$ cat src/design/calc_pkg.sv
// ~~~~~~~~~~~~~~~~~~~~~~~~~~~~~~~~~~~~~~~~~~~~~~~~~~~~~~~~~~~~
// Shared types and pipe depths for the calculator backend.
// Only integer ALU ops and a low-word multiply exist.
// Stage indices count completion stages from 0.
// ~~~~~~~~~~~~~~~~~~~~~~~~~~~~~~~~~~~~~~~~~~~~~~~~~~~~~~~~~~~~
`default_nettype none

package calc_pkg;

  // Operation codes as seen at dispatch
  typedef enum logic [2:0]
  {
    e_calc_add = 3'd0,
    e_calc_sub = 3'd1,
    e_calc_and = 3'd2,
    e_calc_or  = 3'd3,
    e_calc_xor = 3'd4,
    e_calc_sll = 3'd5,
    e_calc_slt = 3'd6,
    e_calc_mul = 3'd7
  } calc_op_e;

  // Architectural register index, x0 reads as zero
  typedef logic [4:0] reg_addr_t;

  // Completion pipe depth
  localparam int calc_stages_lp = 4;

  // Stage where each pipe drops its result
  localparam int int_stage_lp = 0;
  localparam int mul_stage_lp = 2;

endpackage

`default_nettype wire

$ cat src/design/calc_pipe_int.sv
// ~~~~~~~~~~~~~~~~~~~~~~~~~~~~~~~~~~~~~~~~~~~~~~~~~~~~~~~~~~~~
// Single-cycle integer ALU on the reservation operands.
// Shift amount is the low log2(width) bits of rs2.
// Multiply opcode yields zero here; the multiply pipe owns it.
// ~~~~~~~~~~~~~~~~~~~~~~~~~~~~~~~~~~~~~~~~~~~~~~~~~~~~~~~~~~~~
`default_nettype none
`timescale 1ns/1ns

module calc_pipe_int
  import calc_pkg::*;
#(
  parameter int data_width_p = 64
)
(
  input  calc_op_e                op_i,
  input  logic [data_width_p-1:0] rs1_i,
  input  logic [data_width_p-1:0] rs2_i,
  output logic [data_width_p-1:0] data_o
);

  localparam int shamt_width_lp = $clog2(data_width_p);

  logic [shamt_width_lp-1:0] shamt;
  logic                      lt;

  assign shamt = rs2_i[shamt_width_lp-1:0];

  // Signed compare for slt
  assign lt = $signed(rs1_i) < $signed(rs2_i);

  always_comb
  begin
    case (op_i)
      e_calc_add:
        data_o = rs1_i + rs2_i;
      e_calc_sub:
        data_o = rs1_i - rs2_i;
      e_calc_and:
        data_o = rs1_i & rs2_i;
      e_calc_or:
        data_o = rs1_i | rs2_i;
      e_calc_xor:
        data_o = rs1_i ^ rs2_i;
      e_calc_sll:
        data_o = rs1_i << shamt;
      e_calc_slt:
        data_o = {{(data_width_p-1){1'b0}}, lt};
      default:
        data_o = '0;
    endcase
  end

endmodule

`default_nettype wire

$ cat config.mk
export PLATFORM = sky130hd
export DESIGN_NAME = calc_pipe_int
export DESIGN_NICKNAME = d
export VERILOG_FILES = /design/src/design/calc_pkg.sv /design/src/design/calc_pipe_int.sv
export SDC_FILE = /design/constraint.sdc
export NUM_CORES = 1
export LEC_CHECK = 0
export ABC_CLOCK_PERIOD_IN_PS = 5100
export BUFFER_PORTS_ARGS = -buffer_cell sky130_fd_sc_hd__clkbuf_2
export CAP_MARGIN = 20
export CORE_MARGIN = 2
export CORE_UTILIZATION = 30
export DETAILED_ROUTE_END_ITERATION = 8
export PLACE_DENSITY = 0.52
export SYNTH_ARGS = -nofsm -noshare
export SYNTH_HDL_FRONTEND = slang
export SYNTH_SLANG_ARGS = --single-unit
$ cat constraint.sdc
create_clock -name vclk -period 5.1
set_input_delay 0.51 -clock vclk [all_inputs]
set_output_delay 0.51 -clock vclk [all_outputs]
set_load 0.03 [all_outputs]
==> reports/summary.txt <==
Fin. Hold Viols: 0
Dpl hpwl: 68,100 um
Worst-Margin Slew: 927 ps
Crit-path max FO: 9
Antenna-violating nets left: 0
Mapped Area: 15,700 um^2
Pleak: 7.89 nW
DR vias/cell: 6.14
Final WL: 82,800 um
Synthesized net count: 2,666
Die W: 233 um
Non-Filler Instances: 3,117
Critical Path AT: 4400 ps
CP cell instances: clkbuf_2 > inv_1 > ha_1 > inv_2 > a21oi_1 > a21oi_1 > a2111oi_0 > o21ai_2 > o2111ai_2 > o2111ai_1 > a311oi_2 > a21oi_1 > o22ai_1 > clkbuf_2
Setup_tns: 0 ps
Endpoint type of the worst setup path: output port
P&R area growth vs syn: 11.6%
Placed cells: 3,115
CP Data Required Time: 4590 ps
Buffers on Ports: 195
DRC violation total after the first TritonRoute iteration: 2,349
CP max stage cell: a2111oi_0
Share of the synthesized area in the top cell type: 0.178
Initial antenna violation count: 0
Slew Viols, Final: 0
Post-Synthesis Cells: 2,310
Top cells by area, synth: ha_1, a21oi_1, mux4_2
Largest net degree at the start of global routing: 80
FILL cells: 5,741
Maximum vdd drop: 63.6 uV
Cell mode on critical path: a21oi_1
Total via count in the routed design: 19.1k
Worst Hold Class: input port to output port
Critical Path Source Type: input port
Sequential cell count: 0
Clkbuf count: 0
Die area: 54,200 um^2
Post-route minimum period: 4910 ps
Crit share post-route: 0.963
Fmax: 204 MHz
RSZ-0062 raised after global routing: false
Synth cell types: 110
Share of cells above drive strength 1: 0.179
Post-CTS sizing: 0
Core Box Area: 51,500 um^2
Vias in the first global route: 17.9k
Max incr delay on CP: 550 ps
Die Span Y: 233 um
TritonRoute pass-1 iters: 8
FP Rows: 83
CP Class: input port to output port
Gpl congestion: 0.978
# diodes: 0
Sequential-to-total area share from yosys stat: 0
Io pins: 195
NumNets Final: 2,795
Synth area leader: ha_1
Setup violations, final: 0
Remaining DRCs: 0
Total gr overflow: 0
Max-cap violations: 0
First-pass GRT wire length: 121,000 um
Status: complete, no violations
Synth warnings: 0
Register Area: 0 um^2
GRT Overall Usage: 0.293
Initial Utilization: 0.305
PD cells: 141 nW/um^2
Syn Area/Cell: 6.80 um^2
Worst rel slew slack: 0.382
Post-DR wirelength/cell: 26.6 um
[worst paths after layout]
kind,endpoint,start,depth (start not counted)
setup / recovery,data_o[63],rs1_i[18],14
hold / removal,data_o[11],rs2_i[11],5
[worst max-delay path: cells and delay by family]
kind / cells / cell delay (ps)
fa+ha+maj: 1 / 480
compound gates: 9 / 2800
buf+inv: 4 / 580
[Yosys cell counts (41+ instances only)]
cell,instances
nand2_1,170
o21ai_0,142
buf_2,41
nor2_1,266
inv_1,193
mux2i_1,75
clkbuf_1,80
mux4_2,46
xnor2_1,44
a21oi_1,264
ha_1,223
nor3_1,44
[routing by layer]
metal	vias to the layer above	share of wire	wire length [um]	track usage
met2	998	0.44	36600	0.469
li1	8776	-	-	-
met5	-	0	0	0
met4	0	0.035	2910	0.0856
met1	9221	0.44	36600	0.410
met3	130	0.081	6690	0.0330
[metrics by stage]
step | worst slack (ps) | power [mW] | area (um^2) | hold slack (ps) | util
after floorplan | 128 | 1.54 | 15700 | 1470 | -
after global placement | 231 | 2.41 | 17500 | 1680 | 0.340
after detailed placement | 311 | 2.40 | 17500 | 1700 | 0.340
after CTS | 288 | 2.41 | 17500 | 1700 | 0.340
after global routing | 55.8 | 2.62 | 17500 | 1770 | 0.340
final | 190 | 2.47 | 17500 | 1690 | 0.340
[timing repair]
action,in CTS,in global routing
endpoints found under the setup margin,0,1
hold buffers,0,0
buffers inserted,0,2
[cell families (layout without fill, tap and decap cells)]
logic type | after synthesis | count (layout) | synth area share
adder cells (fa/ha/maj) | 225 | 225 | 0.180
buffers and inverters | 374 | 501 | 0.0983
AO/OA/AOI/OAI | 834 | 834 | 0.356
multiplexers | 163 | 163 | 0.144
XOR/XNOR | 47 | 47 | 0.0262
AND/OR/NAND/NOR | 667 | 667 | 0.195
[where the power goes]
part | switching, mW | total (mW) | internal, mW | leakage [nW]
logic | 1.66 | 2.47 | 0.811 | 7.89
clock network | 0 | 0 | 0 | 0
registers | 0 | 0 | 0 | 0
total | 1.66 | 2.47 | 0.811 | 7.89
[layout make-up]
type / instances / area, um^2 / area share
Timing Repair Buffer: 290 / 1710 / 0.0975
Multi-Input combinational cell: 1936 / 14200 / 0.809
Inverter: 211 / 795 / 0.0453
Tap cell: 680 / 851 / 0.0485
[cells in the final DEF, fill, tap and decap left out, drive strengths merged, types with 19 or more instances in the layout]
cell type	Yosys	routed
a211oi	35	35
a21o	29	29
a21oi	268	268
a222oi	21	21
a22oi	19	19
a31oi	19	19
buf	83	97
clkbuf	80	193
ha	223	223
inv	210	209
mux2	41	41
mux2i	76	76
mux4	46	46
nand2	170	170
nand3	30	30
nand4	29	29
nor2	268	268
nor2b	19	19
nor3	46	46
nor4	34	34
o211ai	30	30
o21ai	175	175
o21bai	29	29
o221ai	24	24
o31ai	39	39
xnor2	44	44
Power figures use the tool's default switching activity.
