**src/design/calc_pkg.sv**
```systemverilog
// ~~~~~~~~~~~~~~~~~~~~~~~~~~~~~~~~~~~~~~~~~~~~~~~~~~~~~~~~~~~~
// Shared types and pipe depths for the calculator backend.
// Only integer ALU ops and a low-word multiply exist.
// Stage indices count completion stages from 0.
// ~~~~~~~~~~~~~~~~~~~~~~~~~~~~~~~~~~~~~~~~~~~~~~~~~~~~~~~~~~~~
`default_nettype none

package calc_pkg;

  // Operation codes as seen at dispatch
  typedef enum logic [2:0]
  {
    e_calc_add = 3'd0,
    e_calc_sub = 3'd1,
    e_calc_and = 3'd2,
    e_calc_or  = 3'd3,
    e_calc_xor = 3'd4,
    e_calc_sll = 3'd5,
    e_calc_slt = 3'd6,
    e_calc_mul = 3'd7
  } calc_op_e;

  // Architectural register index, x0 reads as zero
  typedef logic [4:0] reg_addr_t;

  // Completion pipe depth
  localparam int calc_stages_lp = 4;

  // Stage where each pipe drops its result
  localparam int int_stage_lp = 0;
  localparam int mul_stage_lp = 2;

endpackage

`default_nettype wire

```
**src/design/calc_bypass.sv**
```systemverilog
// ~~~~~~~~~~~~~~~~~~~~~~~~~~~~~~~~~~~~~~~~~~~~~~~~~~~~~~~~~~~~
// Operand forwarding from completion pipe next-state entries.
// Purely combinational; x0 is never matched.
// ~~~~~~~~~~~~~~~~~~~~~~~~~~~~~~~~~~~~~~~~~~~~~~~~~~~~~~~~~~~~
`default_nettype none
`timescale 1ns/1ns

module calc_bypass
  import calc_pkg::*;
#(
  parameter int data_width_p = 64
)
(
  input  reg_addr_t                                rs1_addr_i,
  input  reg_addr_t                                rs2_addr_i,
  input  logic [data_width_p-1:0]                  rs1_data_i,
  input  logic [data_width_p-1:0]                  rs2_data_i,
  input  logic [calc_stages_lp-1:0]                fwd_v_i,
  input  reg_addr_t [calc_stages_lp-1:0]           fwd_rd_addr_i,
  input  logic [calc_stages_lp-1:0][data_width_p-1:0] fwd_data_i,
  output logic [data_width_p-1:0]                  rs1_o,
  output logic [data_width_p-1:0]                  rs2_o
);

  always_comb
  begin
    rs1_o = rs1_data_i;
    rs2_o = rs2_data_i;
    // Walk oldest to youngest so stage 0 wins
    for (int i = calc_stages_lp-1; i >= 0; i--)
    begin
      if (fwd_v_i[i] && (rs1_addr_i != '0) && (fwd_rd_addr_i[i] == rs1_addr_i))
        rs1_o = fwd_data_i[i];
      if (fwd_v_i[i] && (rs2_addr_i != '0) && (fwd_rd_addr_i[i] == rs2_addr_i))
        rs2_o = fwd_data_i[i];
    end
  end

  // Control must never offer an x0 result for forwarding
  always_comb
  begin
    for (int i = 0; i < calc_stages_lp; i++)
    begin
      assert (!(fwd_v_i[i] && (fwd_rd_addr_i[i] == '0)))
        else $error("bypass: stage %0d forwards to x0", i);
    end
  end

endmodule

`default_nettype wire

```
**config.mk**
```make
export PLATFORM = sky130hd
export DESIGN_NAME = calc_bypass
export DESIGN_NICKNAME = d
export VERILOG_FILES = /design/src/design/calc_pkg.sv /design/src/design/calc_bypass.sv
export SDC_FILE = /design/constraint.sdc
export NUM_CORES = 1
export LEC_CHECK = 0
export ABC_AREA = 1
export BUFFER_PORTS_ARGS = -buffer_cell sky130_fd_sc_hd__buf_2
export CORE_AREA = 2 2 212 214
export DETAILED_ROUTE_END_ITERATION = 16
export DIE_AREA = 0 0 214 216
export GPL_ROUTABILITY_DRIVEN = 0
export PLACE_DENSITY = 0.54
export SLEW_MARGIN = 25
export SYNTH_ARGS = -nofsm -noshare
export SYNTH_HDL_FRONTEND = slang
export SYNTH_SLANG_ARGS = --single-unit
```
**constraint.sdc**
```tcl
create_clock -name vclk -period 1.35
set_input_delay 0.135 -clock vclk [all_inputs]
set_output_delay 0.135 -clock vclk [all_outputs]
set_load 0.01 [all_outputs]
```
==> run metrics <==
Die W=214 um; endpoint class of the critical path=output port; initial detailed-routing violation count=1291; DRC=0; mean routed wirelength per cell=19.0 um; initial antenna violation count=8; VDD IR-drop max=0.000141 V; Cell Rows=77; Worst-Margin Slew=299 ps; crit path max fanout=9; critical path arrival=1740 ps; Overflow after GRT=0; leakage power=0.00964 uW; register area=0 sq um; RSZ-0062 raised after global routing=true; starting density of the core=19.7%; clock buffers=0; worst-case hold path end point=rs2_o[24]; Fill cells=4880; Slew Viols, Final=0; Pwr per Cell Area=288 nW/um^2; Slowest Stage Delay on Critical Path=190 ps; TNS Setup=-56690 ps; slew margin rel.=80.0%; HP Class=input pin to output port; nets=3043; Post-Synthesis Cells=2022; share of the synthesized area in the top cell type=36.5%; WL final=61100 um; post-layout min period=1880 ps; Achievable Freq=0.533 GHz; Antenna Nets Post-Route=0; layout cells sized above 1=40.4%; hpwl dp=38600 um; # hold bufs at CTS=0; synthesized net count=2440; Tot GR Track Use=23.9%; top cells by area, synth=nand2_1 37%, nand3_1 23%, inv_1 16%; hold depth=4; MaxCap Viol Count=0; num ports=546; drt pass-1 iters=5; highest-delay cell along the critical path=nor2_1; Layout area overhead=86.9%; Yosys Warn Count=0; status=complete, but fails checks; FF+latch count=0; first-pass GRT wire length=85500 um; Core Footprint=43800 sq um; Post-synth top cells=840 x nand2_1, 394 x nand3_1, 372 x inv_1, 140 x nor2_1, 75 x buf_2; failing checks=setup timing; DR vias=14888; Avg Cell Area, Syn=4.27 sq um; Hold WS=559 ps; final hold violation count=0; Vias/cell=4.63; final std cells w/o fill=3219; Final WS setup=-526 ps; IO Port Bufs=546; final setup violating endpoints=128; Final Cycle Share=139%; CP Cell Sequence=buf_2 -> inv_1 -> buf_4 -> nand2_1 -> o211ai_1 -> nor2_1 -> nand2_4 -> buf_4 -> inv_8 -> buf_12 -> nand2_1 -> nand2_2 -> buf_6; cell with the most instances after synthesis=nand2_1; register area share after synthesis=0%; largest net degree at the start of global routing=60; beginning of the worst hold path=fwd_data_i[24]; startpoint types=input pin; Yosys cell types=24; Setup CP Type=input pin to output port; vias in the first global route=14296; Worst EP required=1220 ps; Cell Area, Synth=8640 sq um; Synth area leader=nand2_1; Inst Count DP=3134; Die Area=46200 sq um; chip height=216 um
final cells by class:
type | instances | area (sq um) | area share (%)
multi-input cells | 1472 | 7550 | 46.8
well taps | 592 | 741 | 4.59
diodes | 4 | 10.0 | 0.0620
repair buffers | 737 | 6260 | 38.8
inverters | 414 | 1590 | 9.82
through the flow:
step | util [%] | power, uW | instance area (sq um) | setup slack, ps
2_1_floorplan | - | 1780 | 8820 | -30.9
5_1_grt | 36.8 | 5010 | 16100 | -597
3_5_place_dp | 29.2 | 3530 | 12800 | -602
3_3_place_gp | 29.2 | 3530 | 12800 | -619
6_report | 36.8 | 4650 | 16100 | -526
4_1_cts | 35.5 | 4420 | 15500 | -514
routing by layer:
metal	vias up	wire [um]	GRT usage, %
met5	-	41	0
met4	6	2860	10.5
met3	168	4610	3.47
met2	865	28900	41.8
met1	6619	24600	29.1
li1	7230	-	-
kinds of logic after synthesis:
group	count (synthesis)	synth area share, %
compound gates	73	4.30
xor+xnor	11	1.12
simple gates	1388	66.6
buf+inv	550	28.0
placed cells by master (no fill, tap or decap), types with 7 or more instances in the layout:
| cell type | netlist | routed |
|---|---|---|
| buf_12 | 0 | 58 |
| buf_16 | 0 | 38 |
| buf_2 | 75 | 499 |
| buf_4 | 42 | 60 |
| buf_6 | 13 | 65 |
| buf_8 | 0 | 7 |
| clkbuf_16 | 0 | 8 |
| clkinv_1 | 34 | 32 |
| inv_1 | 372 | 369 |
| nand2_1 | 840 | 672 |
| nand2_2 | 3 | 137 |
| nand2_4 | 0 | 31 |
| nand3_1 | 394 | 280 |
| nand3_2 | 0 | 111 |
| nor2_1 | 140 | 130 |
| nor2_4 | 1 | 12 |
| o21ai_0 | 66 | 51 |
| o21ai_1 | 0 | 14 |
| xnor2_1 | 10 | 7 |
power by group:
| group | total, uW | internal (uW) | leakage (uW) | switching [uW] |
|---|---|---|---|---|
| Combinational | 4650 | 2080 | 0.00964 | 2560 |
| Clock | 0.000398 | 0.000398 | 0.0000000254 | 0 |
| Sequential | 0 | 0 | 0 | 0 |
critical path, delay by kind of cell:
family                 cells  cell delay [ps]
AO/OA/AOI/OAI              1              110
buffers and inverters      7              890
AND/OR/NAND/NOR            5              570
worst max-delay path by stage:
stage	start	slack [ps]	end	depth (start not counted)
5_1_grt	rs2_addr_i[1]	-600	rs2_o[40]	18
6_report	fwd_rd_addr_i[2]	-530	rs2_o[2]	13
2_1_floorplan	rs1_addr_i[0]	-30	rs1_o[10]	12
4_1_cts	rs2_addr_i[1]	-510	rs2_o[60]	18
3_3_place_gp	rs2_addr_i[1]	-620	rs2_o[61]	17
3_5_place_dp	rs2_addr_i[1]	-600	rs2_o[25]	17
what timing repair did:
action / CTS / global route
resized for setup: 359 / 110
buffers inserted: 35 / 8
pin swaps: 138 / 64
hold endpoints to repair: 0 / 0
setup endpoints to repair: 128 / 128
cloned: 32 / 9
Power figures use the tool's default switching activity.
