File: src/design/calc_pkg.sv
// ~~~~~~~~~~~~~~~~~~~~~~~~~~~~~~~~~~~~~~~~~~~~~~~~~~~~~~~~~~~~
// Shared types and pipe depths for the calculator backend.
// Only integer ALU ops and a low-word multiply exist.
// Stage indices count completion stages from 0.
// ~~~~~~~~~~~~~~~~~~~~~~~~~~~~~~~~~~~~~~~~~~~~~~~~~~~~~~~~~~~~
`default_nettype none

package calc_pkg;

  // Operation codes as seen at dispatch
  typedef enum logic [2:0]
  {
    e_calc_add = 3'd0,
    e_calc_sub = 3'd1,
    e_calc_and = 3'd2,
    e_calc_or  = 3'd3,
    e_calc_xor = 3'd4,
    e_calc_sll = 3'd5,
    e_calc_slt = 3'd6,
    e_calc_mul = 3'd7
  } calc_op_e;

  // Architectural register index, x0 reads as zero
  typedef logic [4:0] reg_addr_t;

  // Completion pipe depth
  localparam int calc_stages_lp = 4;

  // Stage where each pipe drops its result
  localparam int int_stage_lp = 0;
  localparam int mul_stage_lp = 2;

endpackage

`default_nettype wire

File: src/design/calc_comp_pipe.sv
// ~~~~~~~~~~~~~~~~~~~~~~~~~~~~~~~~~~~~~~~~~~~~~~~~~~~~~~~~~~~~
// Completion data shift register, one stage per edge.
// Pipes mux their results in at fixed stages; single issue
// with static latencies keeps them from colliding.
// ~~~~~~~~~~~~~~~~~~~~~~~~~~~~~~~~~~~~~~~~~~~~~~~~~~~~~~~~~~~~
`default_nettype none
`timescale 1ns/1ns

module calc_comp_pipe
  import calc_pkg::*;
#(
  parameter int data_width_p = 64
)
(
  input  logic                                     clk_i,
  input  logic                                     int_sel_i,
  input  logic [data_width_p-1:0]                  int_data_i,
  input  logic                                     mul_sel_i,
  input  logic [data_width_p-1:0]                  mul_data_i,
  output logic [calc_stages_lp-1:0][data_width_p-1:0] stage_n_o,
  output logic [data_width_p-1:0]                  wb_data_o
);

  logic [calc_stages_lp-1:0][data_width_p-1:0] stage_r;
  logic [calc_stages_lp-1:0][data_width_p-1:0] shift_in;

  // Each stage sees the one before it, stage 0 sees zero
  assign shift_in = {stage_r[calc_stages_lp-2:0], {data_width_p{1'b0}}};

  always_comb
  begin
    for (int i = 0; i < calc_stages_lp; i++)
    begin
      if ((i == int_stage_lp) && int_sel_i)
        stage_n_o[i] = int_data_i;
      else if ((i == mul_stage_lp) && mul_sel_i)
        stage_n_o[i] = mul_data_i;
      else
        stage_n_o[i] = shift_in[i];
    end
  end

  always_ff @(posedge clk_i)
  begin
    stage_r <= stage_n_o;
  end

  // Last stage feeds the register writeback port
  assign wb_data_o = stage_r[calc_stages_lp-1];

endmodule

`default_nettype wire

File: config.mk
export PLATFORM = sky130hd
export DESIGN_NAME = calc_comp_pipe
export DESIGN_NICKNAME = d
export VERILOG_FILES = /design/src/design/calc_pkg.sv /design/src/design/calc_comp_pipe.sv
export SDC_FILE = /design/constraint.sdc
export NUM_CORES = 1
export LEC_CHECK = 0
export ABC_AREA = 1
export BUFFER_PORTS_ARGS = -buffer_cell sky130_fd_sc_hd__buf_2
export CORE_AREA = 2 2 175 177
export DETAILED_ROUTE_END_ITERATION = 8
export DIE_AREA = 0 0 177 179
export GPL_TIMING_DRIVEN = 0
export MAX_ROUTING_LAYER = met4
export PLACE_DENSITY_LB_ADDON = 0.05
export SLEW_MARGIN = 0
export SYNTH_ARGS = -nofsm -noshare
export SYNTH_HDL_FRONTEND = slang
export SYNTH_SLANG_ARGS = --single-unit
File: constraint.sdc
create_clock -name clk_i -period 1 [get_ports clk_i]
set_input_delay 0.05 -clock clk_i [delete_from_list [all_inputs] [get_ports clk_i]]
set_output_delay 0.05 -clock clk_i [all_outputs]
set_load 0.02 [all_outputs]
==> results of run 1 <==
## worst min path at each step
| stage | endpoint | cells past startpoint |
|---|---|---|
| after floorplan | stage_n_o[0] | 2 |
| after global placement | stage_n_o[111] | 3 |
| after detailed placement | stage_n_o[74] | 3 |
| after CTS | stage_n_o[252] | 3 |
| after global routing | stage_n_o[246] | 3 |
| final | stage_n_o[246] | 3 |
## flip-flops by register name, summed over array words and instances, names as in the netlist
| name | flops |
|---|---|
| shift_in | 64 |
| wb_data_o | 64 |
| stage_n_o | 128 |
## per-layer routing
metal	share of wire [%]	up-vias	global-route usage (%)	routed length (um)
li1	-	3114	-	-
met1	35	2808	15.0	8560
met2	54	257	27.8	13300
met3	9.0	39	5.22	2220
met4	2.4	0	4.10	584
met5	0	-	-	0
## critical path: stages (launching register included)
cell	delay, ns
dfxtp_2	0.35
nand2_2	0.06
nand2_2	0.09
buf_6	0.11
## cells in the mapped netlist
| library cell | count |
|---|---|
| dfxtp_1 | 256 |
| inv_2 | 1 |
| clkbuf_8 | 6 |
| buf_2 | 12 |
| nand2_1 | 256 |
| inv_1 | 64 |
| buf_4 | 130 |
## report_power, final
part           leakage [nW]  switching [W]  internal [W]
sequential             2.19       0.000339        0.0110
clock                 0.448        0.00410       0.00594
combinational          4.85        0.00229       0.00260
## cells in the final DEF (no fill, tap or decap), types with 9 or more instances in the layout
| cell | instances |
|---|---|
| clkbuf_16 | 29 |
| dlygate4sd3_1 | 71 |
| buf_4 | 28 |
| inv_2 | 13 |
| dfxtp_1 | 40 |
| buf_6 | 382 |
| clkbuf_8 | 14 |
| nand2_1 | 170 |
| nand2_2 | 84 |
| inv_1 | 52 |
| buf_2 | 182 |
| clkbuf_1 | 9 |
| dfxtp_2 | 215 |
## kinds of logic after synthesis
kind of cell           Yosys count  share of synthesized area (%)
buffers and inverters          213                           18.3
flip-flops                     256                           68.8
AND/OR/NAND/NOR                256                           12.9
## cell type report
cell class | count | area, um^2 | share of cell area (%)
antenna | 1 | 2.50 | 0.0173
buffer | 133 | 1440 | 9.96
clock buffer | 46 | 870 | 6.00
clock inverter | 7 | 46.3 | 0.319
inverter | 65 | 244 | 1.68
multi-input combinational | 256 | 1190 | 8.19
sequential | 256 | 5400 | 37.3
tap | 396 | 495 | 3.42
timing repair buffer | 539 | 4800 | 33.2
## repair_timing
item | in CTS | in global routing
hold buffers | 71 | 2
hold endpoints to repair | 128 | 63
gates cloned | 0 | 0
pin swaps | 8 | 27
gates resized for setup | 865 | 115
setup endpoints to repair | 302 | 270
setup buffers | 12 | 11
## per-stage QoR
| step | utilization, % | cells | hold slack [ns] | setup TNS (ns) |
|---|---|---|---|---|
| after detailed placement | 33.9 | 1570 | 0.250 | -7.00 |
| after global routing | 48.3 | 1699 | -0.276 | -36.83 |
| after floorplan | - | 725 | 0.235 | 0 |
| after CTS | 47.4 | 1697 | -0.280 | -34.72 |
| final | 48.3 | 1699 | -0.256 | -24.34 |
| after global placement | 33.9 | 1570 | 0.250 | -6.02 |
==> metrics.cfg, run 1 <==
[run_status]
status = finished, violations left
violations = hold timing, setup timing

[cells_and_area]
drive_above_1_share_pct = 73.6
n_fill_cell = 2869
syn_to_final_growth_pct = 94.5
final_area_um2 = 14500
finalNetCount = 1411

[sta]
period_needed_ns = 1.19
clock.fmax_mhz = 838
rsz0062_at_grt = true
fin_crit_sh_pct = 119
setup_viol = 256
max_slew_margin_pct = 81.5
skew_ns = 0.0114
whs_ns = -0.256
worst_slack_ns = -0.194
timing.final.max_slew_violations = 0
hold_violations = 61
tightest_slew_ns = 0.278

[synthesis]
yosysTopAreaCell = dfxtp_1
ys_seq_elements = 256
synth_area_leaders = dfxtp_1 69%, buf_4 13%, nand2_1 13%
synth_top_area_share_pct = 68.8
ys_seq_area_share_pct = 68.8
syn_area_um2 = 7450
avgSynthCellArea_um2 = 10.3
syn-num-nets = 856
netlist-cell-type-count = 7
ys_warn_count = 0
syn_inst = 725

[pwr]
power_w = 0.0263
power.density_nw_per_um2 = 1810
p_leak_nw = 7.48
peakVddDrop_v = 0.00112

[setup_path]
r2r_cells = 3
rr_endpoint = stage_n_o[202]
critPathKind = flip-flop to primary output
startpoint_type = flip-flop
crit_path_start = shift_in[137]
rrSetupSlack_ns = 0.33
end_kind = primary output
cp_data_required_time_ns = 0.95
crit_end = stage_n_o[137]
r2r_start = shift_in[138]
cp_max_fo = 2
critical_path_arrival_ns = 1.14

[worst_hold_path]
hp-start = mul_data_i[54]
hp-class = input port to flip-flop

[detailed_routing]
wl_per_cell_um = 14.5
firstDrtPassIters = 4
routed_wl_um = 24700
drcViolationCount = 0
dr_total_vias = 6218
antenna_left = 0
viasPerCell = 3.66
drtIter0Drc = 124

[global_routing]
grt_usage_pct = 15.1
grt_overflow = 0
grt_pass1_wl_um = 34800
grt_max_degree = 14
antenna_found_initial = 1
grt_pass1_vias = 6130

[die]
core_um2 = 30000
fp.dieH_um = 179
die_w_um = 177
rows = 64
start_util_pct = 24.8
io_pins = 451
dieArea_um2 = 31700

[clock_network]
cts.sinks = 256
clk_path_buf_depth = 3
cts-buffers-inserted = 29
htreeDepth = 1
clock_tree.root_cell = clkbuf_16
clock_latency_ns = 0.53
worst_setup_hold_path_clk_slew_ns = 0.06
cts_tree = built

[run]
drv_cap = 0

[placement]
post-dp-hpwl_um = 18400
pre_cts_ws_ns = -0.168
port_buffers = 449
dpl_cell_area_um2 = 10200
place_congestion = 0.737

Note: power is estimated with default switching activity, not from simulation.
==> run 2, diff against run 1 <==
--- a/config.mk
+++ b/config.mk
@@ -6,7 +6,7 @@
 export NUM_CORES = 1
 export LEC_CHECK = 0
 export ABC_AREA = 1
-export BUFFER_PORTS_ARGS = -buffer_cell sky130_fd_sc_hd__buf_2
+export BUFFER_PORTS_ARGS = -buffer_cell sky130_fd_sc_hd__clkbuf_2
 export CORE_AREA = 2 2 175 177
 export DETAILED_ROUTE_END_ITERATION = 8
 export DIE_AREA = 0 0 177 179
==> run 2 against run 1 <==
Compared with the run above:
- the flow still finishes with violations (hold timing, setup timing)
- cell count rose by 1.2%
- largest power group unchanged
- design area rose by 7.8%
- die area did not move
- clock-buffer cell count fell by 5
- clock skew fell by 0.0048 ns
- largest cell class unchanged
- sequential share of layout area fell by 2.6 points
==> metrics.cfg, run 2 (same netlist as run 1, synthesis figures left out) <==
[run_status]
status = finished, violations left
violations = hold timing, setup timing

[global_routing]
grt_usage_pct = 15.2
grt_max_degree = 14
grt_pass1_vias = 6235
antenna_found_initial = 1
grt_pass1_wl_um = 35100
grt_overflow = 0

[sta]
skew_ns = 0.00653
period_needed_ns = 1.19
timing.final.max_slew_violations = 0
tightest_slew_ns = 0.277
setup_tns_ns = -25.68
setup_viol = 256
whs_ns = -0.250
max_slew_margin_pct = 81.5
fin_crit_sh_pct = 119
hold_violations = 63
rsz0062_at_grt = true
clock.fmax_mhz = 838
worst_slack_ns = -0.193

[worst_hold_path]
hp-class = input port to flip-flop

[setup_path]
startpoint_type = flip-flop
cp_slowest_cell = dfxtp_1
worstPathCellList = nand2_1 > nand2_2 > buf_8
cp_data_required_time_ns = 0.95
critPathKind = flip-flop to primary output
cp_num_buf_inv = 1
crit_family = flip-flops
rrSetupSlack_ns = 0.19
critical_path_arrival_ns = 1.14
cp_max_fo = 2
critPathMaxStageDelay_ns = 0.31
end_kind = primary output

[detailed_routing]
top_layer_used = met4
dr_total_vias = 6305
wl_met3_um = 2060
wl_met2_um = 13900
drtIter0Drc = 143
wl_met1_um = 8580
drcViolationCount = 0
routed_wl_um = 25000
viasPerCell = 3.67
antenna_left = 0
wl_per_cell_um = 14.5
firstDrtPassIters = 4

[placement]
place_congestion = 0.740
port_buffers = 449
post-dp-hpwl_um = 18400
dp_cells = 1570

[clock_network]
cts-hold-fix-buffers = 68
cts.sinks = 256
worst_setup_hold_path_clk_slew_ns = 0.06
htreeDepth = 1
clock_latency_ns = 0.53
clock_tree.root_cell = clkbuf_16
cts-buffers-inserted = 29
clk_path_buf_depth = 3
cts_tree = built

[die]
dieArea_um2 = 31700
rows = 64
fp.dieH_um = 179
die_w_um = 177
start_util_pct = 24.8
core_um2 = 30000
io_pins = 451

[cells_and_area]
finalNetCount = 1434
final_common_cell = buf_8
final_util_pct = 52.0
syn_to_final_growth_pct = 110
most-common-layout-cells = 248 x buf_8, 223 x dfxtp_2, 187 x clkbuf_2
largest_reg_flops = 128
instances_no_fill = 1719
drive_above_1_share_pct = 74.4

[run]
drv_cap = 0

[pwr]
peakVddDrop_v = 0.00116
p_leak_nw = 7.98
power.density_nw_per_um2 = 1780
power_w = 0.0278

## run 2: changes by cell type in the layout (fill, tap and decap cells not counted), sizes merged
| cell | delta |
|---|---|
| buf | -168 |
| bufinv | +3 |
| clkbuf | +191 |
| clkinv | +1 |
| clkinvlp | -2 |
| dlygate4sd3 | -3 |
| dlymetal6s4s | -2 |
## run 2: worst paths after layout
path,from,end,depth (start not counted)
setup / recovery,shift_in[158],stage_n_o[158],3
hold / removal,mul_data_i[60],stage_n_o[252],3
setup reg to reg,shift_in[168],stage_n_o[232],4
hold reg to reg,stage_n_o[213],wb_data_o[21],0
## run 2: where the power goes
part | leakage (nW) | switching (W) | total, W | internal [W]
registers | 2.19 | 0.000386 | 0.0114 | 0.0110
logic | 5.29 | 0.00240 | 0.00553 | 0.00313
clock network | 0.498 | 0.00408 | 0.0108 | 0.00677
## run 2: routing by layer
metal / GRT usage (%) / vias to the layer above
li1: - / 3152
met1: 15.4 / 2869
met2: 28.5 / 248
met3: 4.56 / 36
met4: 4.06 / 0
met5: - / -
## run 2: area by class of cell
type	count	area, um^2
multi-input combinational	256	1170
sequential	256	5410
inverter	65	244
antenna	1	2.50
fill	2773	14400
clock inverter	9	124
tap	396	495
timing repair buffer	558	5820
clock buffer	41	871
buffer	137	1490
## run 2: stage by stage
stage          worst slack (ns)  area, um^2
6_report                 -0.193       15600
4_1_cts                  -0.266       14900
3_3_place_gp             -0.197       10200
5_1_grt                  -0.256       15600
2_1_floorplan             0.285        7450
3_5_place_dp             -0.193       10200
## run 2: repair_timing
action | CTS | global route
cloned | 0 | 0
hold endpoints to repair | 128 | 63
pin swaps | 7 | 56
buffers inserted | 13 | 28
setup endpoints to repair | 315 | 261
gates resized for setup | 847 | 358
## run 2: worst register-to-register path: stages, from the launching register on
cell and delay, ns:
dfxtp_2 0.30, nand2_1 0.08, nand2_2 0.07, buf_4 0.13, buf_4 0.12
==> run 3, diff against run 2 <==
==> constraint.sdc (replaced) <==
create_clock -name clk_i -period 1 [get_ports clk_i]
set_input_delay 0.15 -clock clk_i [delete_from_list [all_inputs] [get_ports clk_i]]
set_output_delay 0.15 -clock clk_i [all_outputs]
set_load 0.02 [all_outputs]
==> run 3 against run 2 <==
Compared with the run above:
- the run still ends with hold timing, setup timing left
- worst hold slack improved by 0.099 ns
- die area did not move
- flip-flop and latch count unchanged
- clock-buffer cell count did not move
- combinational power is essentially flat
- via count shrank 0.46%
- clock skew decreased by 0.0015 ns
- non-clock buffer count shrank 5
- sequential power about the same
- global-route usage down 0.062 points
==> metrics.cfg, run 3 (same netlist as run 1, synthesis figures left out) <==
[worst_hold_path]
hp-class = input port to flip-flop
hp-start = mul_data_i[60]
min_to = stage_n_o[252]
hold_path_depth = 3

[pwr]
seqPwrFrac_pct = 41.0
power_w = 0.0278
power.density_nw_per_um2 = 1780
peakVddDrop_v = 0.00116
internal_power_w = 0.0209
p_sw_w = 0.00686
power.share.combinational_pct = 19.9
p_clk_share_pct = 39.1
p_leak_nw = 7.97
power.share.switching_pct = 24.7

[sta]
whs_ns = -0.151
setup_tns_ns = -51.42
rsz0062_at_grt = true
fin_crit_sh_pct = 129
max_slew_margin_pct = 82.8
tightest_slew_ns = 0.259
timing.final.max_slew_violations = 0
worst_slack_ns = -0.294
hold_violations = 59
skew_ns = 0.00506
setup_viol = 256
clock.fmax_mhz = 773
period_needed_ns = 1.29

[setup_path]
startpoint_type = flip-flop
r2r_cells = 4
critPathKind = flip-flop to primary output
critical_path_arrival_ns = 1.14
end_kind = primary output
rrSetupSlack_ns = 0.19
cp_data_required_time_ns = 0.85
rr_endpoint = stage_n_o[232]
cp_max_fo = 2
r2r_start = shift_in[168]

[cells_and_area]
final_common_cell = buf_8
finalNetCount = 1429
drive_above_1_share_pct = 74.1
instances_no_fill = 1714
most-common-layout-cells = 245 x buf_8, 223 x dfxtp_2, 189 x clkbuf_2
syn_to_final_growth_pct = 109
n_fill_cell = 2776
largest_reg_flops = 128
final_area_um2 = 15600

[clock_network]
worst_setup_hold_path_clk_slew_ns = 0.05
cts-hold-fix-buffers = 64
cts_tree = built
clock_latency_ns = 0.53
clock_tree.root_cell = clkbuf_16
htreeDepth = 1
cts-buffers-inserted = 29
cts.sinks = 256
clk_path_buf_depth = 3

[die]
dieArea_um2 = 31700
fp.dieH_um = 179
start_util_pct = 24.8
die_w_um = 177
io_pins = 451
core_um2 = 30000
rows = 64

[global_routing]
use_met3_pct = 4.58
grt_pass1_vias = 6195
grt_overflow = 0
met1_usage_pct = 15.3
grt-busiest-layer = met2
grt_max_degree = 14
grt_usage_pct = 15.2
grt_util_met2_pct = 28.3
antenna_found_initial = 1
grt_pass1_wl_um = 34900

[detailed_routing]
dr_total_vias = 6276
viasPerCell = 3.66
routed_wl_um = 24900
drcViolationCount = 0
firstDrtPassIters = 4
wl_per_cell_um = 14.5
drtIter0Drc = 148
antenna_left = 0

[placement]
dpl_cell_area_um2 = 10200
post-dp-hpwl_um = 18400
dp_cells = 1570
place_congestion = 0.740
port_buffers = 449

[run_status]
status = finished, violations left
violations = hold timing, setup timing

[run]
drv_cap = 0

-- run 3: changes by cell type in the layout (fill, tap and decap cells not counted), moves of 3 or more --
cell,before,now
nand2_1,175,182
nand2_2,80,73
buf_2,10,5
clkbuf_8,25,29
dlygate4sd3_1,68,64
buf_8,248,245
-- run 3: what timing repair did --
action | 4_1_cts | 5_1_grt
resized for setup | 868 | 333
endpoints found under the setup margin | 318 | 257
pin swaps | 7 | 53
setup buffers | 13 | 27
endpoints found under the hold margin | 127 | 61
-- run 3: layer usage --
layer  routed length (um)  up-vias
met5                    0        -
met4                  558        0
met3                 2010       38
met2                13800      250
met1                 8520     2841
li1                     -     3147
-- run 3: final cells by class --
cell class                      instances  area (um^2)  area share (%)
Antenna cell                            1         2.50          0.0160
Buffer                                137         1550            9.92
Clock buffer                           41          871            5.58
Clock inverter                          9          124           0.794
Inverter                               65          244            1.56
Multi-Input combinational cell        256         1150            7.38
Sequential cell                       256         5410            34.7
Tap cell                              396          495            3.18
Timing Repair Buffer                  553         5750            36.9
-- run 3: worst max path at each step --
stage                             start        endpoint  cells after the start
after floorplan               mul_sel_i  stage_n_o[128]                      4
after global placement        int_sel_i   stage_n_o[11]                      5
after detailed placement      int_sel_i   stage_n_o[11]                      5
after CTS                 shift_in[148]  stage_n_o[148]                      3
after global routing      shift_in[137]  stage_n_o[137]                      3
final                     shift_in[137]  stage_n_o[137]                      3
-- run 3: power by group through the flow --
stage | logic (W) | clock network, W | registers [W]
3_3_place_gp | 0.00345 | 0 | 0.0113
2_1_floorplan | 0.00179 | 0 | 0.0115
6_report | 0.00553 | 0.0108 | 0.0114
3_5_place_dp | 0.00343 | 0 | 0.0113
4_1_cts | 0.00504 | 0.0112 | 0.0113
5_1_grt | 0.00582 | 0.0117 | 0.0115
-- run 3: critical path, cell delays in order, from the launching register on --
cell,delay (ns)
dfxtp_2,0.34
nand2_2,0.06
nand2_2,0.10
buf_8,0.12
-- run 3: through the flow --
stage / setup slack [ns] / utilization, %
2_1_floorplan: 0.185 / -
3_3_place_gp: -0.397 / 33.9
3_5_place_dp: -0.393 / 33.9
4_1_cts: -0.366 / 49.8
5_1_grt: -0.356 / 51.9
6_report: -0.294 / 51.9
