[src/design/calc_pkg.sv]
// ~~~~~~~~~~~~~~~~~~~~~~~~~~~~~~~~~~~~~~~~~~~~~~~~~~~~~~~~~~~~
// Shared types and pipe depths for the calculator backend.
// Only integer ALU ops and a low-word multiply exist.
// Stage indices count completion stages from 0.
// ~~~~~~~~~~~~~~~~~~~~~~~~~~~~~~~~~~~~~~~~~~~~~~~~~~~~~~~~~~~~
`default_nettype none

package calc_pkg;

  // Operation codes as seen at dispatch
  typedef enum logic [2:0]
  {
    e_calc_add = 3'd0,
    e_calc_sub = 3'd1,
    e_calc_and = 3'd2,
    e_calc_or  = 3'd3,
    e_calc_xor = 3'd4,
    e_calc_sll = 3'd5,
    e_calc_slt = 3'd6,
    e_calc_mul = 3'd7
  } calc_op_e;

  // Architectural register index, x0 reads as zero
  typedef logic [4:0] reg_addr_t;

  // Completion pipe depth
  localparam int calc_stages_lp = 4;

  // Stage where each pipe drops its result
  localparam int int_stage_lp = 0;
  localparam int mul_stage_lp = 2;

endpackage

`default_nettype wire

[src/design/calc_stage_ctrl.sv]
// ~~~~~~~~~~~~~~~~~~~~~~~~~~~~~~~~~~~~~~~~~~~~~~~~~~~~~~~~~~~~
// Reservation control and per-stage valid/poison/rd tracking.
// Writes to x0 never enter as valid. Flush poisons every
// stage that has not yet reached writeback.
// ~~~~~~~~~~~~~~~~~~~~~~~~~~~~~~~~~~~~~~~~~~~~~~~~~~~~~~~~~~~~
`default_nettype none
`timescale 1ns/1ns

module calc_stage_ctrl
  import calc_pkg::*;
(
  input  logic                           clk_i,
  input  logic                           arst_n_i,
  input  logic                           dispatch_v_i,
  input  calc_op_e                       op_i,
  input  reg_addr_t                      rd_addr_i,
  input  logic                           flush_i,
  output calc_op_e                       res_op_o,
  output logic                           int_sel_o,
  output logic                           mul_sel_o,
  output logic [calc_stages_lp-1:0]      fwd_v_o,
  output reg_addr_t [calc_stages_lp-1:0] fwd_rd_addr_o,
  output logic                           wb_v_o,
  output reg_addr_t                      wb_rd_addr_o
);

  logic      res_v_r;
  logic      res_poison_r;
  reg_addr_t res_rd_r;

  logic [calc_stages_lp-1:0]      stage_v_r, stage_poison_r;
  // Last stage needs no multiply flag
  logic [calc_stages_lp-2:0]      stage_mul_r;
  logic [calc_stages_lp-1:0]      stage_v_n, stage_poison_n, stage_mul_n;
  reg_addr_t [calc_stages_lp-1:0] stage_rd_r, stage_rd_n;

  always_comb
  begin
    // Reservation enters stage 0
    stage_v_n[0]      = res_v_r & (res_rd_r != '0);
    stage_poison_n[0] = res_poison_r | flush_i;
    stage_mul_n[0]    = (res_op_o == e_calc_mul);
    stage_rd_n[0]     = res_rd_r;
    for (int i = 1; i < calc_stages_lp; i++)
    begin
      stage_v_n[i]      = stage_v_r[i-1];
      stage_poison_n[i] = stage_poison_r[i-1] | flush_i;
      stage_mul_n[i]    = stage_mul_r[i-1];
      stage_rd_n[i]     = stage_rd_r[i-1];
    end
    // Only finished, live results are offered to the bypass
    for (int i = 0; i < calc_stages_lp; i++)
    begin
      fwd_v_o[i] = stage_v_n[i] & ~stage_poison_n[i]
                   & (stage_mul_n[i] ? (i >= mul_stage_lp) : (i >= int_stage_lp));
    end
  end

  always_ff @(posedge clk_i or negedge arst_n_i)
  begin
    if (!arst_n_i)
    begin
      res_v_r        <= 1'b0;
      res_poison_r   <= 1'b0;
      stage_v_r      <= '0;
      stage_poison_r <= '0;
      stage_mul_r    <= '0;
    end
    else
    begin
      res_v_r        <= dispatch_v_i;
      res_poison_r   <= flush_i;
      stage_v_r      <= stage_v_n;
      stage_poison_r <= stage_poison_n;
      stage_mul_r    <= stage_mul_n[calc_stages_lp-2:0];
    end
  end

  always_ff @(posedge clk_i)
  begin
    res_op_o   <= op_i;
    res_rd_r   <= rd_addr_i;
    stage_rd_r <= stage_rd_n;
  end

  assign int_sel_o     = res_v_r & (res_op_o != e_calc_mul);
  assign mul_sel_o     = stage_v_r[1] & stage_mul_r[1];
  assign fwd_rd_addr_o = stage_rd_n;

  assign wb_v_o       = stage_v_r[calc_stages_lp-1] & ~stage_poison_r[calc_stages_lp-1];
  assign wb_rd_addr_o = stage_rd_r[calc_stages_lp-1];

  // An integer op must not be claimed by the multiply mux two stages on
  assert property (@(posedge clk_i) disable iff (!arst_n_i) int_sel_o |-> ##2 !mul_sel_o);

  // x0 filter at stage entry must hold all the way to writeback
  assert property (@(posedge clk_i) disable iff (!arst_n_i) wb_v_o |-> (wb_rd_addr_o != '0));

endmodule

`default_nettype wire

[config.mk]
export PLATFORM = sky130hd
export DESIGN_NAME = calc_stage_ctrl
export DESIGN_NICKNAME = d
export VERILOG_FILES = /design/src/design/calc_pkg.sv /design/src/design/calc_stage_ctrl.sv
export SDC_FILE = /design/constraint.sdc
export NUM_CORES = 1
export LEC_CHECK = 0
export ABC_AREA = 0
export CELL_PAD_IN_SITES_DETAIL_PLACEMENT = 2
export CELL_PAD_IN_SITES_GLOBAL_PLACEMENT = 2
export CORE_MARGIN = 2
export CORE_UTILIZATION = 39
export DETAILED_ROUTE_END_ITERATION = 16
export DONT_BUFFER_PORTS = 1
export GPL_TIMING_DRIVEN = 0
export MAX_ROUTING_LAYER = met4
export PLACE_DENSITY_LB_ADDON = 0.25
export SLEW_MARGIN = 0
export SYNTH_ARGS = -nofsm -noshare
export SYNTH_HDL_FRONTEND = slang
export SYNTH_SLANG_ARGS = --single-unit
[constraint.sdc]
create_clock -name clk_i -period 2.8 [get_ports clk_i]
set_input_delay 0.14 -clock clk_i [delete_from_list [all_inputs] [get_ports clk_i]]
set_output_delay 0.14 -clock clk_i [all_outputs]
set_load 0.01 [all_outputs]
==> results.json, run 1 <==
{
  "p_per_area_nw_per_um2": 806,
  "ctsResizeCount": 0,
  "setup_viol": 0,
  "rsz0062_at_grt": "no",
  "initial_core_util": 0.422,
  "skew_ns": 0.00453,
  "startpoint_type": "register",
  "grt-ovfl-total": 0,
  "place_ws_ns": 1.48,
  "area_growth_pct": 21.2,
  "synth_area_um2": 961,
  "wl_per_cell_um": 17.8,
  "drt_first_pass_iters": 2,
  "reg2reg_depth": 3,
  "die_h_um": 53.6,
  "synth_nets": 69,
  "yosysTopAreaCellShare": 0.583,
  "status": "completed",
  "rr_startpoint": "res_rd_r[4]",
  "leakage_uw": 0.000492,
  "slew_headroom": 0.645,
  "mostFrequentLayoutCells": "dfxtp_1, dfrtp_1, dlygate4sd3_1",
  "numCtsBuffers": 5,
  "io_pins": 47,
  "cts-root-buf": "clkbuf_4",
  "numPortBuffers": 0,
  "crit_fanout": 2,
  "hold_class": "primary input to asynchronous set/reset pin",
  "ys_warn_count": 0,
  "setup_slack_ns": 1.08,
  "reg2reg_to": "stage_v_r[0]",
  "routed_via_density": 4.66,
  "hold_violations": 0,
  "drv_cap": 0,
  "drc_errors": 0,
  "cp-startpoint": "res_op_o[2]",
  "synth_cell_type_count": 11,
  "worst_pin_slew_ns": 0.530,
  "yosysTopAreaCell": "dfxtp_1",
  "worstPathArrival_ns": 1.58,
  "drtIter0Drc": 1,
  "ctsLongestPathBuffers": 2,
  "grt_max_degree": 13,
  "core_area_um2": 2280,
  "routed_wl_um": 1850,
  "fin_crit_ns": 1.72,
  "cts_tree": "built",
  "grt_usage": 0.157,
  "r2r_slack_ns": 1.54,
  "ir_drop_mv": 0.467,
  "die_w_um": 53.6,
  "rows": 17,
  "grt_pass1_vias": 561,
  "finalMaxSlewViolations": 0,
  "syn_inst": 57,
  "fmax_mhz": 580,
  "vias": 485,
  "clock_latency_ns": 0.33,
  "die-area_um2": 2880,
  "ys_seq_elements": 40,
  "whs_ns": 0.218,
  "htree_levels": 2,
  "antenna_left": 0,
  "n_antenna_cell": 0,
  "drive_gt1_frac": 0.145,
  "fin_crit_sh": 0.615,
  "final_common_cell": "dfxtp_1",
  "num-nets-final": 87,
  "yosysSeqAreaShare": 0.896,
  "worst-setup-path-type": "register to output pin",
  "grt_pass1_wl_um": 2710,
  "gp_congestion": 0.617,
  "clk_pin_slew_worst_paths_ns": 0.10,
  "required_ns": 2.66,
  "setup_tns_ns": 0,
  "yosys-top-cells-area": "dfxtp_1, dfrtp_1, or2_2",
  "syn_area_per_cell_um2": 16.9,
  "antenna_found_initial": 0,
  "cts.sinks": 40,
  "dp_hpwl_um": 1130,
  "crit_path_end_kind": "output pin"
}
kinds of logic (layout without fill, tap and decap cells):
family	Yosys count	count (layout)	synth area share
flip-flops	40	40	0.896
AND/OR/NAND/NOR	15	15	0.0964
buffers and inverters	2	21	0.00782
through the flow:
step	area (um2)	instances	total power, uW	utilization
finish	1160	104	939	0.512
global route	1160	104	989	0.512
CTS	1160	104	955	0.512
detailed placement	996	85	650	0.438
global placement	996	85	648	0.438
floorplan	961	57	642	-
synth_stat cells:
| cell type | n |
|---|---|
| dfrtp_1 | 12 |
| dfxtp_1 | 28 |
| and2_1 | 1 |
| inv_1 | 2 |
| or2_2 | 4 |
| or4_1 | 1 |
| and3_1 | 1 |
| nor2_2 | 1 |
| nor2_1 | 2 |
| nor3b_1 | 2 |
| nor2b_1 | 3 |
power breakdown:
part	internal [uW]	total, uW	switching, uW
logic	14.3	25.6	11.3
registers	601	627	26.7
clock network	124	286	162
metal layers:
metal | wire length, um | global-route usage | share of wire
met2 | 1090 | 0.267 | 0.59
met1 | 533 | 0.123 | 0.29
met4 | 14 | 0.0769 | 0.0076
met3 | 207 | 0.114 | 0.11
met5 | 0 | - | 0
final cells by class:
class	instances	area [um2]
fill	201	1110
sequential	40	861
timing repair buffer	11	110
multi-input combinational	15	92.6
clock buffer	8	58.8
tap	28	35.0
inverter	2	7.51
critical path, cell delays in order, from the launching register on:
cell	delay, ns
dfxtp_1	0.35
and3_1	0.22
nor2b_1	0.26
nor3b_1	0.43
registers in the layout, summed over array words and instances (netlist names):
register,flops
res_v_r,1
stage_mul_r,2
stage_v_r,4
wb_rd_addr_o,5
res_op_o,3
stage_poison_r,4
fwd_rd_addr_o,15
res_rd_r,5
res_poison_r,1
repair_timing:
| action | 4_1_cts | 5_1_grt |
|---|---|---|
| endpoints found under the hold margin | 26 | 0 |
| setup buffers | 0 | 0 |
| hold buffers | 11 | 0 |
worst max path at each step:
stage / to / slack, ns / cells after the start
finish: fwd_v_o[0] / 1.08 / 3
global route: fwd_v_o[0] / 0.95 / 3
CTS: fwd_v_o[0] / 1.06 / 3
detailed placement: fwd_v_o[0] / 1.48 / 3
global placement: fwd_v_o[0] / 1.49 / 3
floorplan: fwd_v_o[0] / 1.58 / 3
(Power assumes the default switching activity.)
==> run 2, diff against run 1 <==
Settings changed: ABC_AREA 0 to 1, CORE_ASPECT_RATIO from default to 2, CORE_UTILIZATION 39 to 35.
Clock period 2.8 ns to 1.6 ns, I/O delays scaled along.
==> results.json, run 2 <==
{
  "antenna_found_initial": 0,
  "routed_via_density": 4.50,
  "drive_gt1_frac": 0.112,
  "cts_tree": "built",
  "cts-root-buf": "clkbuf_8",
  "slew_headroom": 0.626,
  "synthArstFlopShare": 0.300,
  "largest_reg_flops": 15,
  "io_pins": 47,
  "n_antenna_cell": 0,
  "synth-edff-count": 0,
  "yosysTopAreaCell": "dfxtp_1",
  "ctsLongestPathBuffers": 2,
  "yosysSeqAreaShare": 0.866,
  "die_h_um": 79.3,
  "synth_area_um2": 993,
  "fin_crit_sh": 0.774,
  "status": "completed",
  "htree_levels": 2,
  "cts.sinks": 40,
  "hold_class": "primary input to asynchronous set/reset pin",
  "fmax_mhz": 807,
  "skew_ns": 0.00576,
  "initial_core_util": 0.363,
  "clk_pin_slew_worst_paths_ns": 0.07,
  "final_area_um2": 1260,
  "leakage_uw": 0.000574,
  "fin_crit_ns": 1.24,
  "ys_top_cells_by_count": "dfxtp_1, dfrtp_1, inv_1",
  "required_ns": 1.52,
  "numPortBuffers": 0,
  "synthMuxAreaShare": 0,
  "synth_cell_type_count": 9,
  "p_per_area_nw_per_um2": 1540,
  "reg2reg_depth": 4,
  "rsz0062_at_grt": "no",
  "wl_per_cell_um": 14.8,
  "yosys.area_share.xor_xnor": 0,
  "grt_pass1_wl_um": 2870,
  "hold_violations": 0,
  "die_w_um": 41.7,
  "rows": 27,
  "synth_simple_gate_area_share": 0.0919,
  "place_ws_ns": 0.708,
  "synthFlopType": "dfxtp_1",
  "synth_compound_area_frac": 0,
  "r2r_slack_ns": 0.73,
  "finalMaxSlewViolations": 0,
  "drv_cap": 0,
  "mostFrequentLayoutCells": "dfxtp_1, dfrtp_1, inv_1, dlygate4sd3_1, nor2_1",
  "crit_fanout": 5,
  "synth_nets": 82,
  "grt_use_met2": 0.223,
  "grt-ovfl-total": 0,
  "busiest_layer": "met2",
  "ctsResizeCount": 0,
  "die-area_um2": 3310,
  "numCtsBuffers": 5,
  "dp.cells": 99,
  "drtIter0Drc": 1,
  "crit_path_end_kind": "output pin",
  "syn_inst": 70,
  "worst-setup-path-type": "primary input to output pin",
  "drc_errors": 0,
  "clock_latency_ns": 0.29,
  "drt_first_pass_iters": 2,
  "ir_drop_mv": 0.743,
  "area_growth_pct": 26.4,
  "dp_hpwl_um": 1130,
  "synth_top_family_by_area": "simple AND/OR/NAND/NOR gates",
  "gp_congestion": 0.620,
  "synth_most_common_cell": "dfxtp_1",
  "vias": 531,
  "routed_wl_um": 1750,
  "setup_slack_ns": 0.361,
  "ys_seq_elements": 40,
  "yosysTopAreaCellShare": 0.564,
  "worst_pin_slew_ns": 0.559,
  "reg2reg_to": "stage_v_r[0]",
  "startpoint_type": "primary input",
  "yosys-top-cells-area": "dfxtp_1, dfrtp_1, inv_1",
  "core_area_um2": 2740,
  "grt_max_degree": 14,
  "final_common_cell": "dfxtp_1",
  "worstPathArrival_ns": 1.16,
  "num-nets-final": 100,
  "cts_setup_buffers": 0,
  "final_cell_count_no_fill": 118,
  "setup_tns_ns": 0,
  "grt_pass1_vias": 619,
  "ys_warn_count": 0,
  "setup_viol": 0,
  "rr_startpoint": "res_rd_r[0]",
  "grt_usage": 0.130,
  "syn_area_per_cell_um2": 14.2,
  "use_met1": 0.0913,
  "dpl_cell_area_um2": 1030,
  "met3_usage": 0.0705,
  "synth_fa_ha_area_frac": 0,
  "antenna_left": 0
}
[run 2: where the power goes]
group	switching, uW	leakage [uW]	internal (uW)	total (uW)
Clock	339	0.0000596	447	786
Sequential	46.5	0.000371	1050	1100
Combinational	24.1	0.000144	25.0	49.0
Total	409	0.000574	1520	1930
[run 2: critical path: stages]
cell,delay (ns)
dlygate4sd3_1,0.59
nor2_1,0.17
nand3_1,0.10
nor2_1,0.22
[run 2: cells by family (layout without fill, tap and decap cells)]
logic type             count (synthesis)  in the layout
buffers and inverters                 11             30
and+or+nand+nor                       19             19
DFF                                   40             40
[run 2: metrics by stage]
step | hold slack (ns) | util | power (uW)
2_1_floorplan | -0.216 | - | 1130
3_3_place_gp | -0.215 | 0.376 | 1140
3_5_place_dp | -0.215 | 0.376 | 1140
4_1_cts | 0.220 | 0.459 | 1960
5_1_grt | 0.237 | 0.459 | 2020
6_report | 0.217 | 0.459 | 1930
[run 2: worst max path at each step]
stage	startpoint	to	slack [ns]	cells past startpoint
6_report	flush_i	fwd_v_o[0]	0.36	4
5_1_grt	flush_i	fwd_v_o[0]	0.29	4
4_1_cts	flush_i	fwd_v_o[0]	0.35	4
3_5_place_dp	res_rd_r[0]	stage_v_r[0]	0.71	4
3_3_place_gp	res_poison_r	fwd_v_o[0]	0.74	3
2_1_floorplan	stage_poison_r[0]	fwd_v_o[1]	0.79	2
[run 2: final cells by class]
type,count,area [um2]
inverters,11,41.3
flip-flops and latches,40,861
fillers,263,1480
clock buffers,7,108
multi-input cells,19,91.3
well taps,29,36.3
clock inverters,1,8.76
repair buffers,11,110
[run 2: routing by layer]
metal / up-vias / share of wire
met2: 33 / 0.59
met3: 5 / 0.092
li1: 240 / -
met5: - / 0
met4: 0 / 0.030
met1: 253 / 0.29
[run 2: repair_timing]
item                                    in CTS  in global routing
endpoints found under the setup margin       0                  0
hold endpoints to repair                    26                  0
hold buffers                                11                  0
==> run 3, diff against run 2 <==
Settings changed: ABC_AREA 1 to 0, CORE_UTILIZATION 35 to 36.
Clock period 1.6 ns to 1.2 ns, I/O delays scaled along.
==> results.json, run 3 (synthesis gave the netlist of run 1 again) <==
{
  "grt_max_degree": 13,
  "mostFrequentLayoutCells": "dfxtp_1, dfrtp_1, dlygate4sd3_1",
  "dp_hpwl_um": 1090,
  "cts_tree": "built",
  "routed_via_density": 4.62,
  "cts_setup_buffers": 0,
  "grt_pass1_wl_um": 2500,
  "die_w_um": 40.5,
  "gp_congestion": 0.550,
  "drive_gt1_frac": 0.267,
  "htree_levels": 2,
  "leakage_uw": 0.000522,
  "antenna_left": 0,
  "setup_tns_ns": -0.256,
  "skew_ns": 0.00156,
  "finalMaxSlewViolations": 0,
  "total_power_uw": 2340,
  "fin_crit_sh": 1.21,
  "grt_pass1_vias": 530,
  "drv_cap": 0,
  "die-area_um2": 3120,
  "routed_wl_um": 1640,
  "fin_crit_ns": 1.45,
  "slew_headroom": 0.620,
  "clk_pin_slew_worst_paths_ns": 0.07,
  "num-nets-final": 87,
  "dpl_cell_area_um2": 996,
  "wl_per_cell_um": 15.9,
  "numCtsBuffers": 5,
  "startpoint_type": "register",
  "drtIter0Drc": 2,
  "rows": 26,
  "worst-setup-path-type": "register to output pin",
  "drt_first_pass_iters": 2,
  "die_h_um": 77.1,
  "hold_violations": 0,
  "ir_drop_mv": 1.03,
  "n_antenna_cell": 0,
  "worst_pin_slew_ns": 0.568,
  "initial_core_util": 0.379,
  "crit_fanout": 3,
  "p_per_area_nw_per_um2": 1900,
  "hold_class": "primary input to register",
  "dp.cells": 85,
  "largest_reg_flops": 15,
  "crit_path_end_kind": "output pin",
  "ctsLongestPathBuffers": 2,
  "rsz0062_at_grt": "yes",
  "grt_usage": 0.133,
  "numPortBuffers": 0,
  "final_cell_count_no_fill": 103,
  "place_ws_ns": -0.0500,
  "setup_slack_ns": -0.249,
  "final_common_cell": "dfxtp_1",
  "final_area_um2": 1230,
  "grt-ovfl-total": 0,
  "core_area_um2": 2540,
  "cts-root-buf": "clkbuf_8",
  "fmax_mhz": 690,
  "vias": 476,
  "setup_viol": 2,
  "area_growth_pct": 27.9,
  "io_pins": 47,
  "drc_errors": 0,
  "antenna_found_initial": 0,
  "violations": "setup timing",
  "clock_latency_ns": 0.28,
  "required_ns": 1.14,
  "status": "complete, but fails checks",
  "worstPathArrival_ns": 1.39,
  "cts.sinks": 40
}
## run 3: stage by stage
stage	hold WS, ns	util
finish	0.0788	0.484
global route	0.102	0.484
CTS	0.213	0.479
detailed placement	-0.235	0.393
global placement	-0.235	0.393
floorplan	-0.236	-
## run 3: power breakdown
part           internal, uW  switching [uW]  total [uW]
Sequential             1400            62.3        1460
Clock                   394             413         807
Combinational          38.4            27.7        66.2
## run 3: layer usage
metal / wire (um) / vias up / global-route usage
li1: - / 211 / -
met1: 505 / 225 / 0.118
met2: 890 / 36 / 0.192
met3: 203 / 4 / 0.0780
met4: 42 / 0 / 0.100
met5: 0 / - / -
## run 3: path summary, 6_finish.rpt
check | start | end | slack, ns | cells past startpoint
max in group asynchronous | arst_n_i | stage_v_r[0] | 0.62 | 1
worst min register to register | stage_v_r[2] | stage_v_r[3] | 0.39 | 0
worst max register to register | res_rd_r[4] | stage_v_r[0] | -0.01 | 3
min in group asynchronous | arst_n_i | stage_poison_r[2] | 0.21 | 1
worst max-delay path | res_rd_r[4] | fwd_v_o[0] | -0.25 | 3
worst min-delay path | flush_i | res_poison_r | 0.08 | 1
## run 3: worst max-delay path, cell delays in order, from the launching register on
cell	delay, ns
dfxtp_2	0.35
or4_4	0.56
nor2_4	0.13
nor3b_2	0.07
## run 3: area by class of cell
type	count	area, um2
Sequential cell	40	866
Clock buffer	5	68.8
Tap cell	28	35.0
Clock inverter	2	11.3
Inverter	2	7.51
Timing Repair Buffer	11	113
Multi-Input combinational cell	15	128
Fill cell	236	1310
## run 3: timing repair
action                                  CTS  global route
endpoints found under the setup margin    3             6
gates resized for setup                   8             5
hold endpoints to repair                 26             0
pin swaps                                 3             3
hold buffers                             11             0
gates cloned                              0             0
